===== src/hw/fdc_pkg.sv =====
// types, register map, status bit positions and timing constants of the fdc
package fdc_pkg;

	typedef logic [7:0]  byte_t;
	typedef logic [1:0]  reg_addr_t;
	typedef logic [11:0] lba_t;
	typedef logic [8:0]  buf_addr_t;
	typedef logic [1:0]  size_code_t;
	typedef logic [10:0] sect_len_t;
	typedef logic [15:0] delay_t;

	// ====================
	// host register map
	localparam reg_addr_t A_COMMAND = 2'd0;
	localparam reg_addr_t A_STATUS  = 2'd0;  // shares the command address
	localparam reg_addr_t A_TRACK   = 2'd1;
	localparam reg_addr_t A_SECTOR  = 2'd2;
	localparam reg_addr_t A_DATA    = 2'd3;

	// ====================
	// geometry and timing
	localparam int BLOCK_BYTES     = 512;
	localparam int MAX_TRACK       = 84;
	localparam int STEP_UNIT       = 16;   // cycles per ms of step rate, short for sim
	localparam int BYTE_GAP        = 4;
	localparam int WATCHDOG_CYCLES = 400;

	// ====================
	// status byte layout
	localparam int ST_BUSY        = 0;
	localparam int ST_DRQ         = 1;
	localparam int ST_LOST_TRK0   = 2;  // track 0 on type I, lost data otherwise
	localparam int ST_RNF         = 4;
	localparam int ST_HLD_WRFAULT = 5;  // head loaded on type I
	localparam int ST_WPROT       = 6;
	localparam int ST_NOT_READY   = 7;

endpackage


===== src/hw/fdc_locator.sv =====
// geometry lookup, image block number, offset in block and sector range check
`timescale 1ns/1ps

module fdc_locator import fdc_pkg::*; (
	input  logic       clk_sys,
	input  byte_t      track,
	input  byte_t      sector,
	input  size_code_t size_code,
	output lba_t       lba,
	output buf_addr_t  buf_offset,
	output sect_len_t  sector_len,
	output logic       sector_ok
);

	byte_t       spt;        // sectors per track
	logic [3:0]  len_shift;  // log2 of sector length
	logic [12:0] lin;
	logic [20:0] byte_off;

	always_comb begin
		case (size_code)
			2'd0: begin
				spt = 8'd26;
				len_shift = 4'd7;
			end
			2'd1: begin
				spt = 8'd16;
				len_shift = 4'd8;
			end
			default: begin  // code 3 falls back to 9x512
				spt = 8'd9;
				len_shift = 4'd9;
			end
		endcase
		lin = 13'(track) * 13'(spt) + 13'(sector) - 13'd1;
		byte_off = 21'(lin) << len_shift;
	end

	always_ff @(posedge clk_sys) begin
		lba        <= byte_off[20:9];
		buf_offset <= byte_off[8:0];
		sector_len <= sect_len_t'(1) << len_shift;
		sector_ok  <= sector != 8'd0 && sector <= spt && track <= byte_t'(MAX_TRACK);
	end

endmodule


===== config.mk =====
export PLATFORM = sky130hd
export DESIGN_NAME = fdc_locator
export DESIGN_NICKNAME = d
export VERILOG_FILES = /design/src/hw/fdc_pkg.sv /design/src/hw/fdc_locator.sv
export SDC_FILE = /design/constraint.sdc
export NUM_CORES = 1
export LEC_CHECK = 0
export BUFFER_PORTS_ARGS = -buffer_cell sky130_fd_sc_hd__buf_2
export CORE_AREA = 3 3 84 94
export DETAILED_ROUTE_END_ITERATION = 10
export DIE_AREA = 0 0 87 97
export GPL_TIMING_DRIVEN = 0
export SYNTH_ARGS = -nofsm -noshare
export SYNTH_HDL_FRONTEND = slang
export SYNTH_SLANG_ARGS = --single-unit

===== constraint.sdc =====
create_clock -name clk_sys -period 5.5 [get_ports clk_sys]
set_input_delay 0 -clock clk_sys [delete_from_list [all_inputs] [get_ports clk_sys]]
set_output_delay 0 -clock clk_sys [all_outputs]
set_load 0.05 [all_outputs]

==> flow_metrics.env, run 1 <==
export IMPL_fin_crit_sh_pct=87.5
export IMPL_cts_made_buffers=5
export IMPL_cts_sink_count=33
export IMPL_core_area_mm2=0.00701
export IMPL_cp_top_family="adder cells"
export IMPL_place_hpwl_mm=4.69
export IMPL_ir_drop_mv=0.344
export IMPL_critPathLaunchType="input port"
export IMPL_setup_tns_ns=0
export IMPL_synth_edf_count=0
export IMPL_dpl_instance_area_mm2=0.00317
export IMPL_track_usage_pct=13.5
export IMPL_globalRouteMet1Util_pct=17.6
export IMPL_antenna_found_initial=0
export IMPL_cap_violations=0
export IMPL_syn2layout_area_growth_pct=19.9
export IMPL_power_uw=1580
export IMPL_worst_setup_path_type="in2reg"
export IMPL_boundaryPins=52
export IMPL_final_net_count=453
export IMPL_cp_required_ns=5.66
export IMPL_gr_total_overflow=0
export IMPL_holdPathStages=4
export IMPL_p_int_uw=818
export IMPL_path_cells="dlygate4sd3_1, buf_2, nand2b_1, clkbuf_1, nand2_1, ha_1, inv_1, fa_1, fa_1, inv_1, fa_1, inv_1, ha_1, a211oi_4, o21ai_2, a221oi_2, xor2_1, a32o_1, nor3_2"
export IMPL_final_area_mm2=0.00331
export IMPL_p_sw_uw=757
export IMPL_holdWs_ns=0.0526
export IMPL_htree_levels=2
export IMPL_cp_end_kind="flip-flop"
export IMPL_async_flop_share_pct=0
export IMPL_grt_max_degree=11
export IMPL_synthTopCellsByArea="dfxtp_1 24%, ha_1 19%, fa_1 14%"
export IMPL_cp_slowest_stage_delay_ns=0.54
export IMPL_cp_max_fo=10
export IMPL_yosys_register_bits=33
export IMPL_syn_cell_area_mm2=0.00276
export IMPL_grt_pass1_vias=2102
export IMPL_crit_cells=19
export IMPL_num_rows=32
export IMPL_clockBufferDepth=2
export IMPL_dr_pass1_iters=4
export IMPL_ys_types=48
export IMPL_yosys_warnings=0
export IMPL_outcome="finished clean"
export IMPL_p_sw_share_pct=48.1
export IMPL_postCtsSetupRepairBufs=0
export IMPL_die_h_um=97
export IMPL_worst_path_buf_inv=6
export IMPL_mostFrequentLayoutCells="55 x inv_1, 51 x buf_2, 42 x ha_1"
export IMPL_fillers=678
export IMPL_vias_per_cell=4.76
export IMPL_drtIter0Drc=65
export IMPL_port_buffer_count=51
export IMPL_hp_start="sector[7]"
export IMPL_initial_utilization_pct=39.4
export IMPL_timing_critical_path_arrival_ns=4.98
export IMPL_antenna_cells=0
export IMPL_routabilityCongestion=0.761
export IMPL_synth_flop_cell="dfxtp_1"
export IMPL_slew_violations=0
export IMPL_layout_drive_gt1_share_pct=18.2
export IMPL_layout_commonest_cell="inv_1"
export IMPL_min_period_ns=4.81
export IMPL_cts_tree="built"
export IMPL_crit_start="size_code[1]"
export IMPL_hold_class="in2reg"
export IMPL_vias=2183
export IMPL_crit_slowest_cell="fa_1"
export IMPL_routedWlPerCell_um=12.0
export IMPL_syn_area_per_cell_um2=9.23
export IMPL_post_route_util_pct=47.3
export IMPL_clk_pin_slew_ns=0.07
export IMPL_root_buffer="clkbuf_8"
export IMPL_fmax_mhz=208
export IMPL_hold_path_end="sector_ok"
export IMPL_worst_slew_pin_transition_ns=0.629
export IMPL_synth_top_area_share_pct=23.9
export IMPL_hold_violations=0
export IMPL_yosys_area_top_type="dfxtp_1"
export IMPL_clockPowerShare_pct=14.7
export IMPL_die_w_um=87
export IMPL_gr_max_usage_layer="met2"
export IMPL_grt_util_met2_pct=23.2
export IMPL_drt_total_wl_mm=5.50
export IMPL_slew_headroom_pct=58.1
export IMPL_p_leak_uw=0.00174
export IMPL_use_met3_pct=2.39
export IMPL_synth_seq_area_share_pct=23.9
export IMPL_setup_viol=0
export IMPL_antenna_left=0
export IMPL_rsz0062_at_grt="false"
export IMPL_syn_inst=299
export IMPL_p_seq_share_pct=19.5
export IMPL_drc_errors=0
export IMPL_die_area_mm2=0.00844
export IMPL_p_per_area_mw_per_mm2=476
export IMPL_grt_pass1_wl_mm=9.33
export IMPL_combPwrFrac_pct=65.8
==> how the worst max path moves through the flow <==
stage | end | slack, ns
after floorplan | lba[10] | 1.52
after global placement | lba[10] | 0.96
after detailed placement | lba[10] | 0.92
after CTS | lba[10] | 0.67
after global routing | lba[6] | 0.39
final | lba[10] | 0.69
==> stage by stage <==
step           std cells  worst slack [ns]
3_3_place_gp         449             0.955
3_5_place_dp         449             0.921
5_1_grt              459             0.388
6_report             459             0.686
2_1_floorplan        313              1.52
4_1_cts              459             0.665
==> power by group through the flow <==
stage                     Combinational [uW]  Sequential (uW)  Clock, uW
final                                   1040              307        231
after global routing                    1140              311        247
after CTS                               1040              308        239
after detailed placement                1030              313          0
after global placement                  1020              313          0
after floorplan                          655              496          0
==> state kept, by name (all words and copies together), names as in the netlist <==
register    count
lba            12
buf_offset      9
sector_len     11
sector_ok       1
==> kinds of logic after synthesis <==
| family | Yosys count | share of synthesized area (%) |
|---|---|---|
| flip-flops | 33 | 23.9 |
| multiplexers | 9 | 3.26 |
| other | 1 | 0.136 |
| AND/OR/NAND/NOR | 70 | 13.5 |
| AO/OA/AOI/OAI | 52 | 14.8 |
| XOR/XNOR | 9 | 2.86 |
| adder cells (fa/ha/maj) | 61 | 32.8 |
| buffers and inverters | 64 | 8.70 |
==> area by class of cell <==
type | instances | area, um2 | area share, %
Sequential cell | 33 | 661 | 20.0
Clock inverter | 1 | 30.0 | 0.907
Inverter | 55 | 206 | 6.24
Timing Repair Buffer | 53 | 275 | 8.31
Tap cell | 85 | 106 | 3.21
Buffer | 9 | 33.8 | 1.02
Multi-Input combinational cell | 216 | 1910 | 57.7
Clock buffer | 7 | 86.3 | 2.61
==> tightest hold or removal path: cells and delay by family <==
kind / cells / cell delay (ns)
AO/OA/AOI/OAI: 2 / 0.13
buffers and inverters: 1 / 0.09
AND/OR/NAND/NOR: 1 / 0.06
==> cells in the mapped netlist, drive strengths merged, types with 2 or more instances <==
| cell type | n |
|---|---|
| nor2 | 7 |
| dfxtp | 33 |
| inv | 55 |
| nand2 | 20 |
| a21oi | 9 |
| o21ai | 13 |
| o22ai | 2 |
| a211oi | 5 |
| mux2i | 9 |
| xor2 | 5 |
| nor2b | 3 |
| o21a | 4 |
| and2 | 16 |
| ha | 42 |
| nand4 | 2 |
| xnor2 | 4 |
| a22oi | 2 |
| a21o | 3 |
| nor3 | 4 |
| clkbuf | 8 |
| o221ai | 2 |
| o211ai | 4 |
| fa | 19 |
| nand2b | 11 |
==> layer usage <==
metal	routed length [um]	part of all wire, %
met4	28	0.51
met3	272	4.9
met1	2560	47
met5	0	0
met2	2640	48
==> repair_timing <==
action / CTS / global route
resized for setup: 0 / 0
endpoints found under the hold margin: 2 / 0
hold buffers: 2 / 0
Power figures use the tool's default switching activity.
==> run 2, diff against run 1 <==
Settings changed: ABC_CLOCK_PERIOD_IN_PS from default to 5500, BUFFER_PORTS_ARGS -buffer_cell sky130_fd_sc_hd__buf_2 to -buffer_cell sky130_fd_sc_hd__clkbuf_2.
==> flow_metrics.env, run 2 (synthesis results as in run 1) <==
export IMPL_outcome="finished clean"
export IMPL_clk_pin_slew_ns=0.07
export IMPL_num_rows=32
export IMPL_power_uw=1510
export IMPL_cts_sink_count=33
export IMPL_dp_cells=449
export IMPL_drtIter0Drc=78
export IMPL_dr_pass1_iters=4
export IMPL_die_h_um=97
export IMPL_largest_reg_flops=12
export IMPL_cp_required_ns=5.67
export IMPL_drt_total_wl_mm=5.47
export IMPL_cap_violations=0
export IMPL_antenna_left=0
export IMPL_min_period_ns=4.82
export IMPL_die_area_mm2=0.00844
export IMPL_cp_max_fo=10
export IMPL_hold_class="in2reg"
export IMPL_routabilityCongestion=0.763
export IMPL_vias=2167
export IMPL_routedWlPerCell_um=11.9
export IMPL_cts_made_buffers=5
export IMPL_antenna_cells=0
export IMPL_root_buffer="clkbuf_8"
export IMPL_die_w_um=87
export IMPL_core_area_mm2=0.00701
export IMPL_slew_violations=0
export IMPL_setup_viol=0
export IMPL_p_per_area_mw_per_mm2=461
export IMPL_final_net_count=453
export IMPL_layout_drive_gt1_share_pct=18.2
export IMPL_gr_total_overflow=0
export IMPL_postCtsSetupRepairBufs=0
export IMPL_track_usage_pct=14.1
export IMPL_fmax_mhz=208
export IMPL_reg_top3="lba: 12 flops, sector_len: 11 flops, buf_offset: 9 flops"
export IMPL_layout_commonest_cell="inv_1"
export IMPL_port_buffer_count=51
export IMPL_fin_crit_sh_pct=87.6
export IMPL_cts_tree="built"
export IMPL_worst_slew_pin_transition_ns=0.619
export IMPL_place_hpwl_mm=4.67
export IMPL_fillers=696
export IMPL_cp_end_kind="flip-flop"
export IMPL_initial_utilization_pct=39.4
export IMPL_ir_drop_mv=0.334
export IMPL_timing_critical_path_arrival_ns=4.98
export IMPL_setup_tns_ns=0
export IMPL_vias_per_cell=4.72
export IMPL_antenna_found_initial=0
export IMPL_cts_repair_resized=0
export IMPL_holdWs_ns=0.0413
export IMPL_grt_pass1_vias=2087
export IMPL_clockBufferDepth=2
export IMPL_post_route_util_pct=46.8
export IMPL_critPathLaunchType="input port"
export IMPL_drc_errors=0
export IMPL_grt_max_degree=11
export IMPL_grt_pass1_wl_mm=9.52
export IMPL_p_leak_uw=0.00174
export IMPL_rsz0062_at_grt="false"
export IMPL_mostFrequentLayoutCells="55 x inv_1, 51 x clkbuf_2, 42 x ha_1"
export IMPL_worst_setup_path_type="in2reg"
export IMPL_layout_cells_non_filler=459
export IMPL_boundaryPins=52
export IMPL_slew_headroom_pct=58.7
export IMPL_syn2layout_area_growth_pct=18.7
export IMPL_hold_violations=0
export IMPL_regMostFlops="lba"
export IMPL_htree_levels=2
export IMPL_cts_hold_buffers=2
-- run 2: cell count changes in the layout (fill, tap and decap cells not counted) --
| cell | delta |
|---|---|
| buf_2 | -51 |
| bufinv_16 | -1 |
| clkbuf_8 | -1 |
| clkbuf_2 | +51 |
| clkinv_2 | +2 |
-- run 2: final timing paths --
kind / start / end / slack [ns] / cells after the start
max: size_code[1] / lba[10] / 0.68 / 19
min: sector[7] / sector_ok / 0.04 / 4
-- run 2: final cells by class --
class	count	area (um2)	share of cell area, %
plain buffers	9	33.8	1.03
clock buffers	6	72.6	2.21
clock inverters	2	10.0	0.305
inverters	55	206	6.30
repair buffers	53	275	8.40
multi-input cells	216	1910	58.3
flip-flops and latches	33	661	20.2
well taps	85	106	3.25
-- run 2: worst max-delay path, stage by stage --
cell           delay [ns]
dlygate4sd3_1        0.52
clkbuf_2             0.18
nand2b_1             0.20
clkbuf_1             0.44
nand2_1              0.12
ha_1                 0.29
inv_1                0.05
fa_1                 0.50
fa_1                 0.54
inv_1                0.05
fa_1                 0.49
inv_1                0.04
ha_1                 0.40
a211oi_4             0.30
o21ai_2              0.13
a221oi_2             0.24
xor2_1               0.26
a32o_1               0.18
nor3_2               0.04
-- run 2: through the flow --
step           worst slack (ns)  area [um2]
4_1_cts                   0.684        3280
3_5_place_dp              0.937        3170
6_report                  0.685        3280
5_1_grt                   0.412        3280
2_1_floorplan              1.52        2810
3_3_place_gp              0.947        3170
-- run 2: layer usage --
metal	vias to the layer above	part of all wire [%]	global-route usage, %
li1	1115	-	-
met1	991	46	18.0
met2	57	47	23.6
met3	4	5.9	2.21
met4	0	1.1	5.04
met5	-	0	0
-- run 2: where the power goes --
group / leakage, uW / internal, uW / switching (uW)
sequential: 0.000277 / 295 / 14.0
clock: 0.0000450 / 87.5 / 84.9
combinational: 0.00142 / 374 / 656
