## src/hw/fdc_pkg.sv

```systemverilog
// types, register map, status bit positions and timing constants of the fdc
package fdc_pkg;

	typedef logic [7:0]  byte_t;
	typedef logic [1:0]  reg_addr_t;
	typedef logic [11:0] lba_t;
	typedef logic [8:0]  buf_addr_t;
	typedef logic [1:0]  size_code_t;
	typedef logic [10:0] sect_len_t;
	typedef logic [15:0] delay_t;

	// ====================
	// host register map
	localparam reg_addr_t A_COMMAND = 2'd0;
	localparam reg_addr_t A_STATUS  = 2'd0;  // shares the command address
	localparam reg_addr_t A_TRACK   = 2'd1;
	localparam reg_addr_t A_SECTOR  = 2'd2;
	localparam reg_addr_t A_DATA    = 2'd3;

	// ====================
	// geometry and timing
	localparam int BLOCK_BYTES     = 512;
	localparam int MAX_TRACK       = 84;
	localparam int STEP_UNIT       = 16;   // cycles per ms of step rate, short for sim
	localparam int BYTE_GAP        = 4;
	localparam int WATCHDOG_CYCLES = 400;

	// ====================
	// status byte layout
	localparam int ST_BUSY        = 0;
	localparam int ST_DRQ         = 1;
	localparam int ST_LOST_TRK0   = 2;  // track 0 on type I, lost data otherwise
	localparam int ST_RNF         = 4;
	localparam int ST_HLD_WRFAULT = 5;  // head loaded on type I
	localparam int ST_WPROT       = 6;
	localparam int ST_NOT_READY   = 7;

endpackage

```

## src/hw/fdc_buf_if.sv

```systemverilog
// interface for the controller side port of the sector buffer
`timescale 1ns/1ps

interface fdc_buf_if import fdc_pkg::*; ();

	buf_addr_t addr;   // byte within the block
	byte_t     wdata;
	logic      we;
	byte_t     rdata;  // one cycle after addr

	// controller side
	modport ctrl (output addr, output wdata, output we, input rdata);

	// buffer side
	modport mem (input addr, input wdata, input we, output rdata);

endinterface

```

## src/hw/fdc_control.sv

```systemverilog
// fdc command decoder, FSM, host registers, status byte and block requests
`timescale 1ns/1ps

module fdc_control import fdc_pkg::*; (
	input  logic      clk_sys,
	input  logic      rst_n,
	input  logic      rd,
	input  logic      wr,
	input  reg_addr_t addr,
	input  byte_t     din,
	output byte_t     dout,
	output logic      drq,
	output logic      intrq,
	output logic      busy,
	input  logic      wp,
	input  logic      ready,        // high while no disk is ready
	output logic      sd_rd,
	output logic      sd_wr,
	input  logic      sd_ack,
	output byte_t     track,
	output byte_t     sector,
	input  buf_addr_t buf_offset,
	input  sect_len_t sector_len,
	input  logic      sector_ok,
	output logic      delay_load,
	output delay_t    delay_value,
	input  logic      delay_done,
	fdc_buf_if.ctrl   buf_bus
);

	typedef enum logic [3:0] {
		S_IDLE, S_STEP, S_SEARCH, S_CHECK, S_REQ,
		S_ACK_LOW, S_GAP, S_DRQ, S_NEXT, S_END
	} state_t;

	state_t    state;
	byte_t     cmd_r, track_r, data_r, head_r, status, next_head;
	delay_t    step_wait;
	buf_addr_t ptr;
	sect_len_t remaining;
	logic      step_out, hld, rnf, wr_fault, lost, multi, write_back, go_out;
	logic      is_write, type1_st, data_strb, cmd_strb, tick;

	assign is_write  = cmd_r[7:5] == 3'b101;
	assign type1_st  = !cmd_r[7] || cmd_r[7:4] == 4'hd;  // force int reads like type I
	assign data_strb = drq && (rd || wr) && addr == A_DATA;
	assign cmd_strb  = wr && addr == A_COMMAND;
	assign tick      = delay_done && !delay_load;  // stale pulse while reloading
	assign go_out    = din[6] ? din[5] : step_out;
	assign next_head = !go_out ? head_r + 8'd1 : (head_r != 8'd0 ? head_r - 8'd1 : 8'd0);
	assign track     = head_r;

	assign buf_bus.addr  = ptr;
	assign buf_bus.wdata = din;
	assign buf_bus.we    = state == S_DRQ && data_strb && wr && is_write;

	always_comb begin
		case (din[1:0])  // 6, 12, 20, 30 ms
			2'd0: step_wait = delay_t'(6 * STEP_UNIT);
			2'd1: step_wait = delay_t'(12 * STEP_UNIT);
			2'd2: step_wait = delay_t'(20 * STEP_UNIT);
			default: step_wait = delay_t'(30 * STEP_UNIT);
		endcase
	end

	// ====================
	// status and host read mux
	always_comb begin
		status = '0;
		status[ST_BUSY]        = busy;
		status[ST_DRQ]         = !type1_st && drq;  // no index pulse on type I
		status[ST_LOST_TRK0]   = type1_st ? head_r == 8'd0 : lost;
		status[ST_RNF]         = rnf;
		status[ST_HLD_WRFAULT] = type1_st ? hld : wr_fault;
		status[ST_WPROT]       = (type1_st || is_write) && wp;
		status[ST_NOT_READY]   = ready;
		case (addr)
			A_STATUS: dout = status;
			A_TRACK:  dout = track_r;
			A_SECTOR: dout = sector;
			default:  dout = (busy && !is_write) ? buf_bus.rdata : data_r;
		endcase
	end

	// ====================
	// command FSM
	always_ff @(posedge clk_sys) begin
		if (!rst_n) begin
			state <= S_IDLE;
			cmd_r <= '0;
			track_r <= '0;
			sector <= '0;
			head_r <= '0;
			{busy, drq, intrq, sd_rd, sd_wr, delay_load} <= '0;
			{step_out, hld, rnf, wr_fault, lost, multi, write_back} <= '0;
		end else begin
			delay_load <= 1'b0;
			case (state)
				S_STEP: if (tick) state <= S_END;
				S_SEARCH: state <= S_CHECK;  // locator settles
				S_CHECK: begin
					ptr <= buf_offset;
					remaining <= sector_len;
					if (ready || !sector_ok) begin
						rnf <= !(ready && is_write);
						wr_fault <= ready && is_write;
						state <= S_END;
					end else begin
						sd_rd <= 1'b1;  // whole block first, also before a write
						write_back <= 1'b0;
						state <= S_REQ;
					end
				end
				S_REQ: if (sd_ack) begin
					sd_rd <= 1'b0;
					sd_wr <= 1'b0;
					state <= S_ACK_LOW;
				end
				S_ACK_LOW: if (!sd_ack) begin
					delay_load <= !write_back;
					delay_value <= delay_t'(BYTE_GAP);
					state <= write_back ? S_NEXT : S_GAP;
				end
				S_GAP: if (tick) begin
					drq <= 1'b1;
					delay_load <= 1'b1;
					delay_value <= delay_t'(WATCHDOG_CYCLES);
					state <= S_DRQ;
				end
				S_DRQ: if (data_strb || tick) begin
					drq <= 1'b0;
					if (!data_strb)
						lost <= 1'b1;  // byte skipped
					ptr <= ptr + 1'b1;
					remaining <= remaining - 1'b1;
					if (remaining != sect_len_t'(1)) begin
						delay_load <= 1'b1;
						delay_value <= delay_t'(BYTE_GAP);
						state <= S_GAP;
					end else begin
						sd_wr <= is_write;
						write_back <= is_write;
						state <= is_write ? S_REQ : S_NEXT;
					end
				end
				S_NEXT: begin  // multi-sector runs until the range check fails
					if (multi)
						sector <= sector + 8'd1;
					state <= multi ? S_SEARCH : S_END;
				end
				S_END: begin
					{busy, drq, sd_rd, sd_wr} <= '0;
					intrq <= 1'b1;
					state <= S_IDLE;
				end
				default: ;
			endcase

			if (rd && addr == A_STATUS)
				intrq <= 1'b0;
			if (wr && addr == A_TRACK && !busy)
				track_r <= din;
			if (wr && addr == A_SECTOR && !busy)
				sector <= din;
			if (wr && addr == A_DATA)
				data_r <= din;

			if (cmd_strb) begin
				intrq <= 1'b0;
				if (din[7:4] == 4'hd) begin  // force interrupt
					cmd_r <= din;
					{rnf, wr_fault, lost} <= '0;
					if (state != S_IDLE)
						state <= S_END;
				end else if (state == S_IDLE && !din[7]) begin
					cmd_r <= din;
					{rnf, wr_fault, lost} <= '0;
					busy <= 1'b1;
					hld <= din[3];
					delay_load <= 1'b1;
					delay_value <= step_wait;
					state <= S_STEP;
					if (din[6:4] == 3'b000) begin  // restore
						head_r <= '0;
						track_r <= '0;
					end else if (din[6:4] == 3'b001) begin  // seek
						head_r <= data_r;
						track_r <= data_r;
					end else begin
						if (din[6])
							step_out <= din[5];
						head_r <= next_head;
						if (din[4])
							track_r <= next_head;
					end
				end else if (state == S_IDLE && din[7:6] == 2'b10) begin
					cmd_r <= din;
					{rnf, wr_fault, lost} <= '0;
					busy <= 1'b1;
					multi <= din[4];
					wr_fault <= wp && din[5];  // protected disk never touches the image
					state <= (wp && din[5]) ? S_END : S_SEARCH;
				end
			end
		end
	end

endmodule

```

## src/flat_wrapper.sv

```systemverilog
// flat-port wrapper written by rule: the top's interface ports become plain ports
module fdc_control_flat import fdc_pkg::*;
  (clk_sys, rst_n, rd, wr, addr, din, dout, drq, intrq, busy, wp, ready, sd_rd, sd_wr, sd_ack, track, sector, buf_offset, sector_len, sector_ok, delay_load, delay_value, delay_done, buf_bus_addr, buf_bus_wdata, buf_bus_we, buf_bus_rdata);
  fdc_buf_if buf_bus_i ();
  input  logic clk_sys;
  input  logic rst_n;
  input  logic rd;
  input  logic wr;
  input  reg_addr_t addr;
  input  byte_t din;
  output byte_t dout;
  output logic drq;
  output logic intrq;
  output logic busy;
  input  logic wp;
  input  logic ready;
  output logic sd_rd;
  output logic sd_wr;
  input  logic sd_ack;
  output byte_t track;
  output byte_t sector;
  input  buf_addr_t buf_offset;
  input  sect_len_t sector_len;
  input  logic sector_ok;
  output logic delay_load;
  output delay_t delay_value;
  input  logic delay_done;
  output wire logic [$bits(buf_bus_i.addr)-1:0] buf_bus_addr;
  output wire logic [$bits(buf_bus_i.wdata)-1:0] buf_bus_wdata;
  output wire logic [$bits(buf_bus_i.we)-1:0] buf_bus_we;
  input wire logic [$bits(buf_bus_i.rdata)-1:0] buf_bus_rdata;
  assign buf_bus_addr = buf_bus_i.addr;
  assign buf_bus_wdata = buf_bus_i.wdata;
  assign buf_bus_we = buf_bus_i.we;
  assign buf_bus_i.rdata = buf_bus_rdata;
  fdc_control u_core (.clk_sys(clk_sys), .rst_n(rst_n), .rd(rd), .wr(wr), .addr(addr), .din(din), .dout(dout), .drq(drq), .intrq(intrq), .busy(busy), .wp(wp), .ready(ready), .sd_rd(sd_rd), .sd_wr(sd_wr), .sd_ack(sd_ack), .track(track), .sector(sector), .buf_offset(buf_offset), .sector_len(sector_len), .sector_ok(sector_ok), .delay_load(delay_load), .delay_value(delay_value), .delay_done(delay_done), .buf_bus(buf_bus_i));
endmodule
```

## config.mk

```make
export PLATFORM = sky130hd
export DESIGN_NAME = fdc_control_flat
export DESIGN_NICKNAME = d
export VERILOG_FILES = /design/src/hw/fdc_pkg.sv /design/src/hw/fdc_buf_if.sv /design/src/hw/fdc_control.sv /design/src/flat_wrapper.sv
export SDC_FILE = /design/constraint.sdc
export NUM_CORES = 1
export LEC_CHECK = 0
export BUFFER_PORTS_ARGS = -buffer_cell sky130_fd_sc_hd__buf_2
export CORE_MARGIN = 4
export CORE_UTILIZATION = 35
export CTS_CLUSTER_DIAMETER = 100
export DETAILED_ROUTE_END_ITERATION = 6
export SETUP_SLACK_MARGIN = 0.05
export SLEW_MARGIN = 0
export SYNTH_ARGS = -nofsm -noshare
export SYNTH_HDL_FRONTEND = slang
export SYNTH_SLANG_ARGS = --single-unit
```

## constraint.sdc

```tcl
create_clock -name clk_sys -period 4.5 [get_ports clk_sys]
set_input_delay 0.45 -clock clk_sys [delete_from_list [all_inputs] [get_ports clk_sys]]
set_output_delay 0.45 -clock clk_sys [all_outputs]
set_load 0.005 [all_outputs]
```

==> results.cfg <==
[status]
outcome = completed

[timing]
fmax_mhz = 310
report.final.slew_viol_count = 0
post-route-period-util_pct = 71.8
fin_tns_setup_ns = 0
rsz0062_at_grt = false
worst_slew_margin_rel_pct = 31.0
clock_skew_ns = 0.00922
worstMarginPinSlew_ns = 1.03
hold_viol = 0
finalSetupViolCount = 0
finalCriticalPeriod_ns = 3.23

[global_route]
grt_max_degree = 46
grt_antenna_before_repair = 1
gr-usage-all-layers_pct = 18.1
grt_pass1_vias = 4850
gr-total-overflow = 0
grt_pass1_wl_um = 25800

[power]
vdd_drop_max_mv = 0.207
pwr-share-clk_pct = 34.1
pwr_density_cell_nw_per_um2 = 371
switching_share_pct = 30.7
p_sw_uw = 734
p_leak_nw = 2.56
p_comb_share_pct = 22.3
seq_power_share_pct = 43.6
internal_power_mw = 1.66

[placement]
io_buffers = 110
placed_area_um2 = 6120
gp_congestion = 0.883
dp_hpwl_um = 11600

[worst_setup_path]
cp_data_arrival_time_ns = 3.20
crit_chain = nand3b_1 > nor2_1 > a21oi_1 > nor2_2
cp-start-kind = flip-flop
crit_slowest_cell = dfxtp_1
max_stage_delay_ns = 0.94
required_ns = 4.47
cp_max_fo = 28
cp_top_family = simple AND/OR/NAND/NOR gates
end_kind = flip-flop
path_buf_inv = 0
critPathKind = reg2reg

[yosys]
ys.flop_type = dfxtp_1
ys_seq_area_share_pct = 40.2
synth_nets = 663
syn_area_per_cell_um2 = 9.11
ys_warn_count = 0
async_flop_share_pct = 0
ys_ff_latch = 89
synth.cell_area_um2 = 5530
synthDistinctLibCells = 80
synthCells = 607
synth_edf_count = 44

[clocking]
post-cts-setup-buffers = 0
cts-resized-gates = 0
clock_latency_ns = 0.35
htree_num_levels = 3
clk_pin_slew_worst_paths_ns = 0.07
clkSinkCount = 89
postCtsHoldBufs = 0
tritoncts = done
clockBufferDepth = 2
numCtsBuffers = 9
cts_root_buffer = clkbuf_16

[floorplanning]
row_count = 45
initial_utilization_pct = 36.1
die-area_um2 = 17900
core_area_um2 = 15300
die_w_um = 134
die_h_um = 134
ioPinCount = 111

[routing]
routedWlPerCell_um = 18.0
antenna_left = 0
vias = 4983
wirelength_um = 16200
drt_iter0_markers = 374
firstDrtPassIters = 5
drc = 0
drt-vias-per-instance = 5.55

[finish]
postLayoutCellArea_um2 = 6440
final_common_cell = buf_2
fillers = 1595
final_cell_mix = 110 x buf_2, 70 x nand2_1, 52 x nor2_1
drive_above_1_share_pct = 23.2
fin_nets = 737
syn2layout_area_growth_pct = 16.4

[job]
cap_violations = 0

[hold_path]
hold_path_class = in2reg
## kinds of logic (layout without fill, tap and decap cells)
| group | Yosys count | count (layout) | share of synthesized area (%) |
|---|---|---|---|
| AOI/OAI and AO/OA | 151 | 151 | 17.6 |
| xor gates and xnor gates | 25 | 25 | 3.96 |
| adders and majority gates | 9 | 9 | 2.04 |
| buffers and inverters | 62 | 141 | 5.32 |
| DFF | 89 | 89 | 40.2 |
| muxes | 33 | 33 | 7.99 |
| other | 0 | 1 | 0 |
| and+or+nand+nor | 238 | 238 | 22.9 |
## worst reg2reg max path, delay by kind of cell, from the launching register on
family	cells	cell delay, ns
AOI/OAI and AO/OA	1	0.17
DFF	1	0.94
and+or+nand+nor	3	1.74
## power groups by stage
stage / logic, mW / registers (mW) / clock network [mW]
global placement: 0.523 / 1.05 / 0
floorplan: 0.428 / 0.988 / 0
CTS: 0.533 / 1.04 / 0.829
global route: 0.591 / 1.05 / 0.858
finish: 0.534 / 1.04 / 0.815
detailed placement: 0.529 / 1.06 / 0
## cell usage after synthesis (3+ instances only)
cell	n	share of area [%]
buf_1	3	0.20
xor2_1	10	1.6
nand2_1	70	4.8
mux2_2	3	0.61
a21oi_1	29	2.6
and2_1	4	0.45
nor4_1	3	0.34
or3_1	3	0.34
mux2_1	9	1.8
ha_1	9	2.0
o32ai_1	4	0.63
edfxtp_1	44	24
nand4_1	7	0.79
o21ai_0	38	3.4
inv_1	12	0.81
o211ai_1	6	0.81
clkbuf_1	18	1.2
buf_2	19	1.7
nand3_1	22	2.0
buf_4	10	1.4
xnor2_1	15	2.4
o31ai_1	3	0.41
o22ai_1	3	0.34
and3_1	16	1.8
and4_1	4	0.63
nand3b_1	3	0.41
a31oi_1	5	0.57
o21ai_1	17	1.5
nand2b_1	7	0.79
a21o_1	4	0.54
nor2b_1	9	1.0
mux2i_1	12	2.2
mux4_2	6	2.4
dfxtp_1	45	16
nor3_1	12	1.1
nor2_1	53	3.6
a211oi_1	11	1.5
o21a_1	3	0.41
## flip-flops by register name, summed over array words and instances, names as in the netlist, 4 cells and up
register             flops
u_core.delay_value      16
u_core.remaining        11
u_core.buf_bus.addr      9
u_core.data_r            8
u_core.sector            8
u_core.track             8
u_core.track_r           8
u_core.cmd_r             4
u_core.state             4
## area by class of cell
class,instances,area (um^2),share of cell area (%)
Multi-Input combinational cell,456,3020,46.9
Sequential cell,89,2220,34.5
Timing Repair Buffer,113,573,8.90
Tap cell,211,264,4.10
Clock buffer,11,233,3.62
Clock inverter,5,80.1,1.24
Inverter,12,45.0,0.700
Antenna cell,1,2.50,0.0389
## path summary, 6_finish.rpt
path                   start  depth (start not counted)                      to  slack [ns]
max reg2reg  u_core.state[1]                          4  u_core.buf_bus.addr[7]        1.27
min                   din[2]                          1        u_core.data_r[2]        0.33
max          u_core.state[1]                          4  u_core.buf_bus.addr[7]        1.27
min reg2reg       u_core.hld                          2              u_core.hld        0.48
## through the flow
stage                     worst slack, ns  hold WS (ns)  total power [mW]  instances  util (%)
final                                1.27         0.329              2.39        898      42.0
after global routing                0.973         0.333              2.50        898      42.0
after CTS                            1.33         0.320              2.40        897      42.0
after detailed placement             1.36         0.469              1.58        881      40.0
after global placement               1.54         0.450              1.57        881      40.0
after floorplan                      2.07         0.433              1.42        607         -
## per-layer routing
layer / part of all wire (%) / track usage, % / vias up
met5: 0 / 0 / -
met3: 5.9 / 3.81 / 31
met4: 2.4 / 7.49 / 0
met1: 47 / 24.8 / 2389
met2: 45 / 27.6 / 183
li1: - / - / 2380
No activity file was read; power rests on OpenSTA's default activity.
