==> config.mk <==
export PLATFORM = sky130hd
export DESIGN_NAME = fdc_delay_timer
export DESIGN_NICKNAME = d
export VERILOG_FILES = /design/src/hw/fdc_pkg.sv /design/src/hw/fdc_delay_timer.sv
export SDC_FILE = /design/constraint.sdc
export NUM_CORES = 1
export LEC_CHECK = 0
export BUFFER_PORTS_ARGS = -buffer_cell sky130_fd_sc_hd__buf_2
export CAP_MARGIN = 20
export CORE_MARGIN = 8
export CORE_UTILIZATION = 50
export CTS_BUF_LIST = sky130_fd_sc_hd__clkbuf_8
export DETAILED_ROUTE_END_ITERATION = 16
export PLACE_DENSITY = 0.83
export REMOVE_ABC_BUFFERS = 1
export SYNTH_ARGS = -nofsm -noshare
export SYNTH_HDL_FRONTEND = slang
export SYNTH_SLANG_ARGS = --single-unit
export TNS_END_PERCENT = 5
==> constraint.sdc <==
create_clock -name clk_sys -period 1.7 [get_ports clk_sys]
set_input_delay 0.17 -clock clk_sys [delete_from_list [all_inputs] [get_ports clk_sys]]
set_output_delay 0.17 -clock clk_sys [all_outputs]
set_load 0.03 [all_outputs]
==> src/hw/fdc_pkg.sv <==
// types, register map, status bit positions and timing constants of the fdc
package fdc_pkg;

	typedef logic [7:0]  byte_t;
	typedef logic [1:0]  reg_addr_t;
	typedef logic [11:0] lba_t;
	typedef logic [8:0]  buf_addr_t;
	typedef logic [1:0]  size_code_t;
	typedef logic [10:0] sect_len_t;
	typedef logic [15:0] delay_t;

	// ====================
	// host register map
	localparam reg_addr_t A_COMMAND = 2'd0;
	localparam reg_addr_t A_STATUS  = 2'd0;  // shares the command address
	localparam reg_addr_t A_TRACK   = 2'd1;
	localparam reg_addr_t A_SECTOR  = 2'd2;
	localparam reg_addr_t A_DATA    = 2'd3;

	// ====================
	// geometry and timing
	localparam int BLOCK_BYTES     = 512;
	localparam int MAX_TRACK       = 84;
	localparam int STEP_UNIT       = 16;   // cycles per ms of step rate, short for sim
	localparam int BYTE_GAP        = 4;
	localparam int WATCHDOG_CYCLES = 400;

	// ====================
	// status byte layout
	localparam int ST_BUSY        = 0;
	localparam int ST_DRQ         = 1;
	localparam int ST_LOST_TRK0   = 2;  // track 0 on type I, lost data otherwise
	localparam int ST_RNF         = 4;
	localparam int ST_HLD_WRFAULT = 5;  // head loaded on type I
	localparam int ST_WPROT       = 6;
	localparam int ST_NOT_READY   = 7;

endpackage

==> src/hw/fdc_delay_timer.sv <==
// loadable countdown with a one-cycle done pulse
`timescale 1ns/1ps

module fdc_delay_timer import fdc_pkg::*; (
	input  logic   clk_sys,
	input  logic   rst_n,
	input  logic   load,
	input  delay_t value,
	output logic   done
);

	delay_t count;
	logic   running;

	always_ff @(posedge clk_sys) begin
		if (!rst_n) begin
			count   <= '0;
			running <= 1'b0;
			done    <= 1'b0;
		end else begin
			done <= 1'b0;
			if (load) begin  // reload restarts the wait
				count   <= value;
				running <= 1'b1;
			end else if (running) begin
				count <= count - 1'b1;
				if (count <= delay_t'(1)) begin  // last cycle of the wait
					running <= 1'b0;
					done    <= 1'b1;
				end
			end
		end
	end

endmodule

==> summary.txt, run 1 <==
Cells and area
  – Multi-input gate area: 588.1 um^2
  – Share of layout cells above drive strength 1: 0.2409
  – Nets@finish: 159
  – FF+latch area: 361.6 um^2
  – N_diodes: 0
  – Fill cells: 181
  – Area Growth Syn to Fin: 21.78%
  – Finished Layout Cells: between 150 and 200
  – Core Util, Final: 0.6217

Setup path
  – CP Buf/Inv Count: 0
  – WS Path Type: reg -> reg
  – Critical Path RT: 1890 ps
  – Max incr delay on CP: 560 ps
  – FF-to-FF Start: count[6]$_SDFFE_PN0P_
  – Slowest-stage cell, CP: or4_4
  – Critical path, cell by cell: or4_4 > or4_1 > a31oi_1
  – R2r setup slk: approximately 58 ps
  – Cell family with most CP delay: simple AND/OR/NAND/NOR gates
  – Critical Path Source Type: flip-flop
  – Reg2reg path depth: 3
  – WP data arrival: around 1800 ps
  – CP Capture Type: flip-flop
  – Crit Path Max Fanout: 6
  – FF-to-FF End: count[13]$_SDFFE_PN0P_

Clocking
  – Clock buffer depth: 2
  – Gates resized, CTS repair: 0
  – H-tree Lvls: 1
  – CTS root buf: clkbuf_8
  – Clock buffer count from CTS: 3
  – Clock Pin Slew Worst Setup and Hold Paths: about 70 ps
  – CTS tree: done
  – Post-CTS Setup Repair Bufs: 0
  – Hold buffers post-CTS: 0
  – Sinks on Clock Net: 18
  – Worst-Skew Late Latency: roughly 260 ps

Hold path
  – Hold-critical path depth: 2
  – Worst hold path class: in -> reg
  – Hold Path Origin: value[0]
  – Worst-case hold path end point: count[0]$_SDFFE_PN0P_

Yosys
  – Synth top area share: 0.3711
  – Seq/Total Area, Yosys: 0.3711
  – Synth cell count leaders: dfxtp_1, o21ai_0, a21oi_1
  – Synthesized instance count: approximately 110
  – Netlist Area Pre-Place: a little under 1000 um^2
  – Post-synthesis async set-or-reset flop share: 0
  – Main area contributors after synthesis: dfxtp_1, o21ai_0, xor2_1, a21oi_1, xnor2_1
  – Leading area contributor after synthesis: dfxtp_1
  – Synth Warn #: 0
  – Most frequent cell after synthesis: dfxtp_1
  – Syn avg cell area: 8.517 um^2
  – Post-synth EDFFs: 0
  – Distinct cells, synth: 33
  – Main flop type after synthesis: dfxtp_1
  – #FFs+latches synth: 18

Drt
  – Overall routed net length: between 2 and 2.5 mm
  – Drt first pass iters: 4
  – Vias per inst: 5.689
  – Drt initial violations: 20
  – Wirelength per Cell: 13.55 um
  – Final antenna-violating net count: 0
  – Via count: between 900 and 1000
  – DRC viols: 0

GRT
  – Vias in the first global route: 945
  – Initial antenna violation count: 0
  – Pin count of the biggest net entering global routing: 19
  – First-pass GRT wire length: roughly 3.8 mm
  – Grt ovf: 0
  – GRT Util Overall: 0.1375

Floorplanning
  – Core area: between 1500 and 2000 um^2
  – Die X: 60.07 um
  – Die H: 60.07 um
  – Die ar.: ~3600 um^2
  – Initial Utilization: 0.5105
  – Rows: 16
  – Top Ports: 20

Flow run
  – MaxCap Viol Count: 0

Placement
  – # placed instances: 160
  – # port buffers: 19
  – GP Congestion: between 0.8 and 0.9
  – Place WS: 57.52 ps
  – DPL Wire Length: 1.743 mm

Timing
  – Worst setup margin: between 50 and 60 ps
  – Worst hold slack: 136.9 ps
  – Final setup violating endpoints: 0
  – Setup TNS: 0 ps
  – Slew @ Worst Pin: around 320 ps
  – Final Max Tran Viols: 0
  – Min Tclk post-route: 1642 ps
  – RSZ-0062 raised after global routing: no
  – Final Cycle Share: 0.9661
  – Fin. Hold Viols: 0
  – Highest clock rate: between 0.6 and 0.7 GHz
  – Relative slew slack: 0.7873
  – Worst Skew: roughly 3.7 ps

Run status
  – Status: completed

Pwr
  – Max VDD drop: 0.0005177 V
  – Pleak: approximately 0.47 nW
  – Pwr dens: 893.0 nW/um^2
## layout make-up
| cell class | instances | share of cell area |
|---|---|---|
| Tap cell | 27 | 0.02857 |
| Timing Repair Buffer | 24 | 0.1122 |
| Inverter | 3 | 0.009524 |
| Clock buffer | 4 | 0.04656 |
| Multi-Input combinational cell | 88 | 0.4974 |
| Sequential cell | 18 | 0.3058 |
## routing by layer
| layer | track usage | routed length (um) | vias to the layer above |
|---|---|---|---|
| li1 | - | - | 471 |
| met1 | 0.1467 | 949 | 432 |
| met2 | 0.2431 | 1130 | 27 |
| met3 | 0.03441 | 111 | 3 |
| met4 | 0.06803 | 31 | 0 |
| met5 | 0 | 0 | - |
## stage by stage
stage,total power [W],area (um^2)
3_5_place_dp,0.0007032,1117
4_1_cts,0.001060,1172
5_1_grt,0.001110,1182
3_3_place_gp,0.0006892,1117
2_1_floorplan,0.0006241,950.9
6_report,0.001056,1182
## layout by cell type, fill, tap and decap left out
cell,count
o31a_1,1
o311a_1,2
and4_1,1
nor4b_1,1
inv_1,3
or4_1,2
o31ai_1,2
o211a_1,1
nand2_1,4
buf_2,19
or4_4,1
or3_1,3
nor4_1,2
and2_1,1
a31oi_1,3
nor2b_1,1
o21ai_0,14
dfxtp_1,17
dfxtp_2,1
a21boi_0,1
xor2_1,6
and3b_1,2
nor3b_2,1
nor4_2,1
a21oi_1,10
a211oi_1,1
nor3_1,6
nand3_1,3
nand4_1,3
nor4_4,1
ha_1,2
xnor2_1,4
nor2_1,5
buf_4,5
nand2b_1,3
clkbuf_8,4
## cell families after synthesis
group	Yosys count	share of synthesized area
AOI/OAI and AO/OA	35	0.2139
xor gates and xnor gates	10	0.09020
adders and majority gates	2	0.02577
buffers and inverters	8	0.03221
DFF	18	0.3711
and+or+nand+nor	41	0.2668
## state kept, by name, indices dropped and copies added (netlist names)
signal   flops
count       16
done         1
running      1
## how the worst max path moves through the flow
stage / startpoint / endpoint / cells after the start
2_1_floorplan: count[5]$_SDFFE_PN0P_ / count[13]$_SDFFE_PN0P_ / 3
3_3_place_gp: count[5]$_SDFFE_PN0P_ / count[13]$_SDFFE_PN0P_ / 3
3_5_place_dp: count[5]$_SDFFE_PN0P_ / count[13]$_SDFFE_PN0P_ / 3
4_1_cts: count[5]$_SDFFE_PN0P_ / count[13]$_SDFFE_PN0P_ / 3
5_1_grt: count[6]$_SDFFE_PN0P_ / count[13]$_SDFFE_PN0P_ / 3
6_report: count[6]$_SDFFE_PN0P_ / count[13]$_SDFFE_PN0P_ / 3
## report_power, final
group | switching [W] | internal [W] | leakage, nW
clock network | 0.000150 | 0.000206 | 0.0288
logic | 0.0000982 | 0.000101 | 0.293
registers | 0.0000459 | 0.000455 | 0.150
Note: power is estimated with default switching activity, not from simulation.
==> run 2, diff against run 1 <==
--- a/config.mk
+++ b/config.mk
@@ -7,11 +7,13 @@
 export LEC_CHECK = 0
 export BUFFER_PORTS_ARGS = -buffer_cell sky130_fd_sc_hd__buf_2
 export CAP_MARGIN = 20
+export CELL_PAD_IN_SITES_DETAIL_PLACEMENT = 0
+export CELL_PAD_IN_SITES_GLOBAL_PLACEMENT = 2
 export CORE_MARGIN = 8
-export CORE_UTILIZATION = 50
+export CORE_UTILIZATION = 33
 export CTS_BUF_LIST = sky130_fd_sc_hd__clkbuf_8
 export DETAILED_ROUTE_END_ITERATION = 16
-export PLACE_DENSITY = 0.83
+export PLACE_DENSITY = 0.9
 export REMOVE_ABC_BUFFERS = 1
 export SYNTH_ARGS = -nofsm -noshare
 export SYNTH_HDL_FRONTEND = slang
==> run 2 against run 1 <==
  * Sequential power barely moved
  * Combinational power about the same
  * Fmax rose by 1.9%
  * Critical path depth did not move
  * Largest power group unchanged
  * Highest routed layer unchanged
==> summary.txt, run 2 (synthesis results as in run 1) <==
Floorplanning
  – Die H: 70.24 um (was 60.07 um)
  – Top Ports: 20 (unchanged)
  – Core area: 2781 um^2 (was 1902 um^2)
  – Die ar.: 4934 um^2 (was 3608 um^2)
  – Die X: 70.24 um (was 60.07 um)
  – Rows: 19 (was 16)
  – Initial Utilization: 0.3491 (was 0.5105)

Cells and area
  – Fill cells: 286 (was 181)
  – Most common cell after layout, fill and taps aside: buf_2 (unchanged)
  – Area Growth Syn to Fin: 21.52% (was 21.78%)
  – Multi-input gate area: 579.3 um^2 (was 588.1 um^2)
  – N_diodes: 0 (unchanged)
  – Share of layout cells above drive strength 1: 0.2500 (was 0.2409)
  – Most frequent cells in the layout: buf_2, dfxtp_1, o21ai_0, a21oi_1 (unchanged)
  – Regs by FF count: count (16), done (1), running (1) (unchanged)
  – FF+latch area: 364.1 um^2 (was 361.6 um^2)
  – Max reg flops: 16 (unchanged)
  – Top reg by flops: count (unchanged)
  – Nets@finish: 159 (unchanged)

Setup path
  – Critical Path Source Type: flip-flop (unchanged)
  – Crit Path Max Fanout: 7 (was 6)
  – Stages on worst setup path: 3 (unchanged)
  – Cell family with most CP delay: simple AND/OR/NAND/NOR gates (unchanged)
  – Reg2reg path depth: 3 (unchanged)
  – FF-to-FF Start: count[5]$_SDFFE_PN0P_ (was count[6]$_SDFFE_PN0P_)
  – Max incr delay on CP: 550 ps (was 560 ps)
  – Slowest-stage cell, CP: or4_4 (unchanged)
  – Crit path launch: count[5]$_SDFFE_PN0P_ (was count[6]$_SDFFE_PN0P_)
  – WS Path Type: reg -> reg (unchanged)
  – WP data arrival: 1790 ps (was 1830 ps)
  – Critical path, cell by cell: or4_4 > or4_1 > a31oi_1 (unchanged)
  – CP Capture Type: flip-flop (unchanged)
  – CP Buf/Inv Count: 0 (unchanged)
  – Critical Path RT: 1880 ps (was 1890 ps)

Drt
  – Via count: 927 (was 933)
  – Wirelength per Cell: 14.05 um (was 13.55 um)
  – DRC viols: 0 (unchanged)
  – Overall routed net length: 2.347 mm (was 2.223 mm)
  – Drt initial violations: 40 (was 20)
  – Drt first pass iters: 4 (unchanged)
  – Final antenna-violating net count: 0 (unchanged)
  – Vias per inst: 5.551 (was 5.689)

Hold path
  – Hold-critical path depth: 2 (unchanged)
  – Hold Path Origin: value[0] (unchanged)
  – Worst hold path class: in -> reg (unchanged)

Clocking
  – CTS tree: done (unchanged)
  – H-tree Lvls: 1 (unchanged)
  – Sinks on Clock Net: 18 (unchanged)
  – Clock buffer depth: 2 (unchanged)
  – Worst-Skew Late Latency: 250 ps (was 260 ps)
  – Clock Pin Slew Worst Setup and Hold Paths: 70 ps (about the same)
  – Post-CTS Setup Repair Bufs: 0 (unchanged)
  – Clock buffer count from CTS: 3 (unchanged)
  – CTS root buf: clkbuf_8 (unchanged)

Timing
  – Min Tclk post-route: 1612 ps (was 1642 ps)
  – Slew @ Worst Pin: 338.2 ps (was 316.7 ps)
  – Highest clock rate: 0.6205 GHz (was 0.6089 GHz)
  – Fin. Hold Viols: 0 (unchanged)
  – Worst Skew: 1.425 ps (was 3.682 ps)
  – Worst hold slack: 136.6 ps (was 136.9 ps)
  – Final setup violating endpoints: 0 (unchanged)
  – Relative slew slack: 0.7728 (was 0.7873)
  – Final Max Tran Viols: 0 (unchanged)
  – Final Cycle Share: 0.9480 (was 0.9661)
  – Setup TNS: 0 ps (unchanged)
  – RSZ-0062 raised after global routing: no (unchanged)

GRT
  – GRT Util Overall: 0.09994 (was 0.1375)
  – Initial antenna violation count: 0 (unchanged)
  – Grt ovf: 0 (unchanged)
  – Vias in the first global route: 963 (was 945)
  – First-pass GRT wire length: 4.153 mm (was 3.801 mm)
  – Pin count of the biggest net entering global routing: 19 (unchanged)

Placement
  – DPL Wire Length: 1.754 mm (was 1.743 mm)
  – GP Congestion: 0.8032 (was 0.8034)
  – # port buffers: 19 (unchanged)

Run status
  – Status: completed (unchanged)

Pwr
  – Max VDD drop: 0.0005739 V (was 0.0005177 V)
  – Pleak: 0.4665 nW (was 0.4714 nW)
  – Pwr dens: 844.2 nW/um^2 (was 893.0 nW/um^2)

Flow run
  – MaxCap Viol Count: 0 (unchanged)
## run 2: final cells by class
cell class / count / share of cell area
Tap cell: 31 / 0.03287
Inverter: 3 / 0.009544
Timing Repair Buffer: 24 / 0.1230
Multi-Input combinational cell: 88 / 0.4910
Clock buffer: 3 / 0.03499
Sequential cell: 18 / 0.3086
## run 2: worst register-to-register path, cell delays in order, from the launching register on
cell,delay (ps)
dfxtp_2,360
or4_4,550
or4_1,490
a31oi_1,140
## run 2: metal layers
metal	vias up	wire length [um]	global-route usage
met4	0	8	0.02232
met1	433	1153	0.1178
met3	3	124	0.04237
met2	25	1061	0.1630
li1	466	-	-
met5	-	0	0
## run 2: worst paths after layout
| kind | to | slack [ps] |
|---|---|---|
| max | count[13]$_SDFFE_PN0P_ | 90 |
| min | count[0]$_SDFFE_PN0P_ | 140 |
| max reg2reg | count[13]$_SDFFE_PN0P_ | 90 |
| min reg2reg | done$_SDFF_PP0_ | 470 |
## run 2: what timing repair did
action / CTS / global route
setup endpoints to repair: 0 / 2
gates resized for setup: 0 / 3
hold buffers: 0 / 0
## run 2: metrics by stage
| step | util | setup slack (ps) | cell area (um^2) | total power [W] | std cells |
|---|---|---|---|---|---|
| floorplan | - | 123.1 | 950.9 | 0.0006241 | 109 |
| global placement | 0.4080 | 100.4 | 1135 | 0.0007010 | 164 |
| detailed placement | 0.4080 | 58.45 | 1135 | 0.0007061 | 164 |
| CTS | 0.4229 | 28.67 | 1176 | 0.001008 | 167 |
| global route | 0.4242 | 16.55 | 1180 | 0.001065 | 167 |
| finish | 0.4242 | 88.47 | 1180 | 0.0009960 | 167 |
## run 2: power breakdown
| part | leakage, nW | switching [W] | total (W) | internal (W) |
|---|---|---|---|---|
| registers | 0.150 | 0.0000442 | 0.000500 | 0.000456 |
| clock network | 0.0216 | 0.000139 | 0.000297 | 0.000157 |
| logic | 0.295 | 0.0000977 | 0.000200 | 0.000102 |
==> run 3, diff against run 2 <==
--- a/config.mk
+++ b/config.mk
@@ -10,10 +10,10 @@
 export CELL_PAD_IN_SITES_DETAIL_PLACEMENT = 0
 export CELL_PAD_IN_SITES_GLOBAL_PLACEMENT = 2
 export CORE_MARGIN = 8
-export CORE_UTILIZATION = 33
+export CORE_UTILIZATION = 29
 export CTS_BUF_LIST = sky130_fd_sc_hd__clkbuf_8
 export DETAILED_ROUTE_END_ITERATION = 16
-export PLACE_DENSITY = 0.9
+export PLACE_DENSITY = 0.84
 export REMOVE_ABC_BUFFERS = 1
 export SYNTH_ARGS = -nofsm -noshare
 export SYNTH_HDL_FRONTEND = slang
==> constraint.sdc (replaced) <==
create_clock -name clk_sys -period 1.3 [get_ports clk_sys]
set_input_delay 0.13 -clock clk_sys [delete_from_list [all_inputs] [get_ports clk_sys]]
set_output_delay 0.13 -clock clk_sys [all_outputs]
set_load 0.03 [all_outputs]
==> run 3 against run 2 <==
  * The flow now finishes with violations (setup timing)
  * Global-route usage up 0.61 points
  * Fmax increased by 1.2%
  * Clock power rose by 56%
  * Combinational power rose by 95%
  * Die area up 11%
  * Sequential share of layout area shrank 4.9 points
  * Critical path type unchanged
  * Largest power group unchanged
==> summary.txt, run 3 (synthesis results as in run 1) <==
Floorplanning
  – Core area: 3284 um^2 (was 2781 um^2)
  – Die H: 73.86 um (was 70.24 um)
  – Rows: 21 (was 19)
  – Die ar.: 5455 um^2 (was 4934 um^2)
  – Top Ports: 20 (unchanged)
  – Die X: 73.86 um (was 70.24 um)
  – Initial Utilization: 0.2956 (was 0.3491)

Cells and area
  – Nets@finish: 180 (was 159)
  – Share of layout cells above drive strength 1: 0.4177 (was 0.2500)
  – Top reg by flops: count (unchanged)
  – N_diodes: 0 (unchanged)
  – Regs by FF count: count (16), done (1), running (1) (unchanged)
  – Area Growth Syn to Fin: 45.49% (was 21.52%)
  – Finished Layout Cells: 204 (was 167)
  – Max reg flops: 16 (unchanged)
  – Most common cell after layout, fill and taps aside: buf_4 (was buf_2)
  – Most frequent cells in the layout: buf_4, buf_2, o21ai_0, dfxtp_1, a21oi_1 (was buf_2, dfxtp_1, o21ai_0, a21oi_1)

Timing
  – Worst setup margin: -292.6 ps (was 88.47 ps)
  – Final Cycle Share: 1.225 (was 0.9480)
  – Final setup violating endpoints: 12 (was 0)
  – Slew @ Worst Pin: 364.9 ps (was 338.2 ps)
  – Fin. Hold Viols: 0 (unchanged)
  – Worst hold slack: 99.57 ps (was 136.6 ps)
  – RSZ-0062 raised after global routing: yes (was no)
  – Min Tclk post-route: 1593 ps (was 1612 ps)
  – Worst Skew: 1.021 ps (was 1.425 ps)
  – Highest clock rate: 0.6279 GHz (was 0.6205 GHz)
  – Final Max Tran Viols: 0 (unchanged)
  – Relative slew slack: 0.7547 (was 0.7728)

Setup path
  – R2r setup slk: -290 ps (was 90 ps)
  – CP Buf/Inv Count: 0 (unchanged)
  – Max incr delay on CP: 560 ps (was 550 ps)
  – Crit Path Max Fanout: 3 (was 7)
  – FF-to-FF End: count[13]$_SDFFE_PN0P_ (unchanged)
  – Critical path, cell by cell: or4_4 > or4_1 > a31oi_1 (unchanged)
  – WP data arrival: 1780 ps (was 1790 ps)
  – Reg2reg path depth: 3 (unchanged)
  – Critical Path Source Type: flip-flop (unchanged)
  – Critical Path RT: 1480 ps (was 1880 ps)
  – Stages on worst setup path: 3 (unchanged)
  – WS Path Type: reg -> reg (unchanged)
  – Slowest-stage cell, CP: or4_4 (unchanged)
  – FF-to-FF Start: count[5]$_SDFFE_PN0P_ (unchanged)
  – Cell family with most CP delay: simple AND/OR/NAND/NOR gates (unchanged)
  – CP Capture Type: flip-flop (unchanged)

Clocking
  – H-tree Lvls: 1 (unchanged)
  – CTS tree: done (unchanged)
  – Clock buffer depth: 2 (unchanged)
  – Hold buffers post-CTS: 0 (unchanged)
  – CTS root buf: clkbuf_8 (unchanged)
  – Sinks on Clock Net: 18 (unchanged)
  – Clock buffer count from CTS: 3 (unchanged)
  – Worst-Skew Late Latency: 250 ps (about the same)
  – Clock Pin Slew Worst Setup and Hold Paths: 70 ps (about the same)

Pwr
  – Pleak: 0.5875 nW (was 0.4665 nW)
  – Max VDD drop: 0.0006134 V (was 0.0005739 V)
  – Pwr dens: 1056 nW/um^2 (was 844.2 nW/um^2)

GRT
  – GRT Util Overall: 0.1060 (was 0.09994)
  – First-pass GRT wire length: 4.491 mm (was 4.153 mm)
  – Vias in the first global route: 1046 (was 963)
  – Pin count of the biggest net entering global routing: 19 (unchanged)
  – Grt ovf: 0 (unchanged)
  – Initial antenna violation count: 0 (unchanged)

Run status
  – Violated checks: setup timing
  – Status: finished, violations left (was completed)

Drt
  – Drt first pass iters: 4 (unchanged)
  – Via count: 1000 (was 927)
  – Wirelength per Cell: 12.99 um (was 14.05 um)
  – Final antenna-violating net count: 0 (unchanged)
  – Overall routed net length: 2.650 mm (was 2.347 mm)
  – DRC viols: 0 (unchanged)
  – Vias per inst: 4.902 (was 5.551)
  – Drt initial violations: 23 (was 40)

Placement
  – # port buffers: 19 (unchanged)
  – DPL Wire Length: 1.954 mm (was 1.754 mm)
  – GP Congestion: 0.8291 (was 0.8032)
  – # placed instances: 200 (was 164)

Hold path
  – Hold Path Origin: value[0] (unchanged)
  – Worst hold path class: in -> reg (unchanged)
  – Hold-critical path depth: 2 (unchanged)
  – Worst-case hold path end point: count[0]$_SDFFE_PN0P_ (unchanged)

Flow run
  – MaxCap Viol Count: 0 (unchanged)
## run 3: final cells by class
cell class              count  area [um^2]
flip-flops and latches     18        366.6
fillers                   340         1872
well taps                  46        57.56
multi-input cells          88        631.9
clock buffers               4        55.05
repair buffers             45        290.3
inverters                   3        11.26
## run 3: metal layers
layer	GRT usage	part of all wire
met1	0.1146	0.43
met2	0.1880	0.50
met3	0.03547	0.051
met4	0.03326	0.017
met5	0	0
## run 3: worst max path at each step
stage / to / start / slack [ps]
after floorplan: count[13]$_SDFFE_PN0P_ / count[5]$_SDFFE_PN0P_ / -280
after global placement: count[13]$_SDFFE_PN0P_ / count[5]$_SDFFE_PN0P_ / -250
after detailed placement: count[13]$_SDFFE_PN0P_ / count[5]$_SDFFE_PN0P_ / -290
after CTS: count[13]$_SDFFE_PN0P_ / count[5]$_SDFFE_PN0P_ / -280
after global routing: count[13]$_SDFFE_PN0P_ / count[5]$_SDFFE_PN0P_ / -370
final: count[13]$_SDFFE_PN0P_ / count[5]$_SDFFE_PN0P_ / -290
## run 3: power by group
group | switching (W) | internal (W)
Sequential | 0.0000442 | 0.000597
Clock | 0.000193 | 0.000269
Combinational | 0.000182 | 0.000207
Total | 0.000419 | 0.00107
## run 3: repair_timing
item / 4_1_cts / 5_1_grt
buffers inserted: 0 / 0
resized for setup: 12 / 5
setup endpoints to repair: 15 / 15
cloned: 0 / 0
pin swaps: 1 / 2
## run 3: through the flow
stage	instance area (um^2)	setup slack, ps	utilization	power, W	setup TNS, ps
3_5_place_dp	1299	-286.8	0.3954	0.0009958	-1765
4_1_cts	1395	-284.6	0.4248	0.001496	-1373
5_1_grt	1413	-368.3	0.4301	0.001585	-2433
2_1_floorplan	950.9	-276.9	-	0.0008162	-1075
3_3_place_gp	1299	-250.7	0.3954	0.0009853	-1461
6_report	1413	-292.6	0.4301	0.001492	-1352
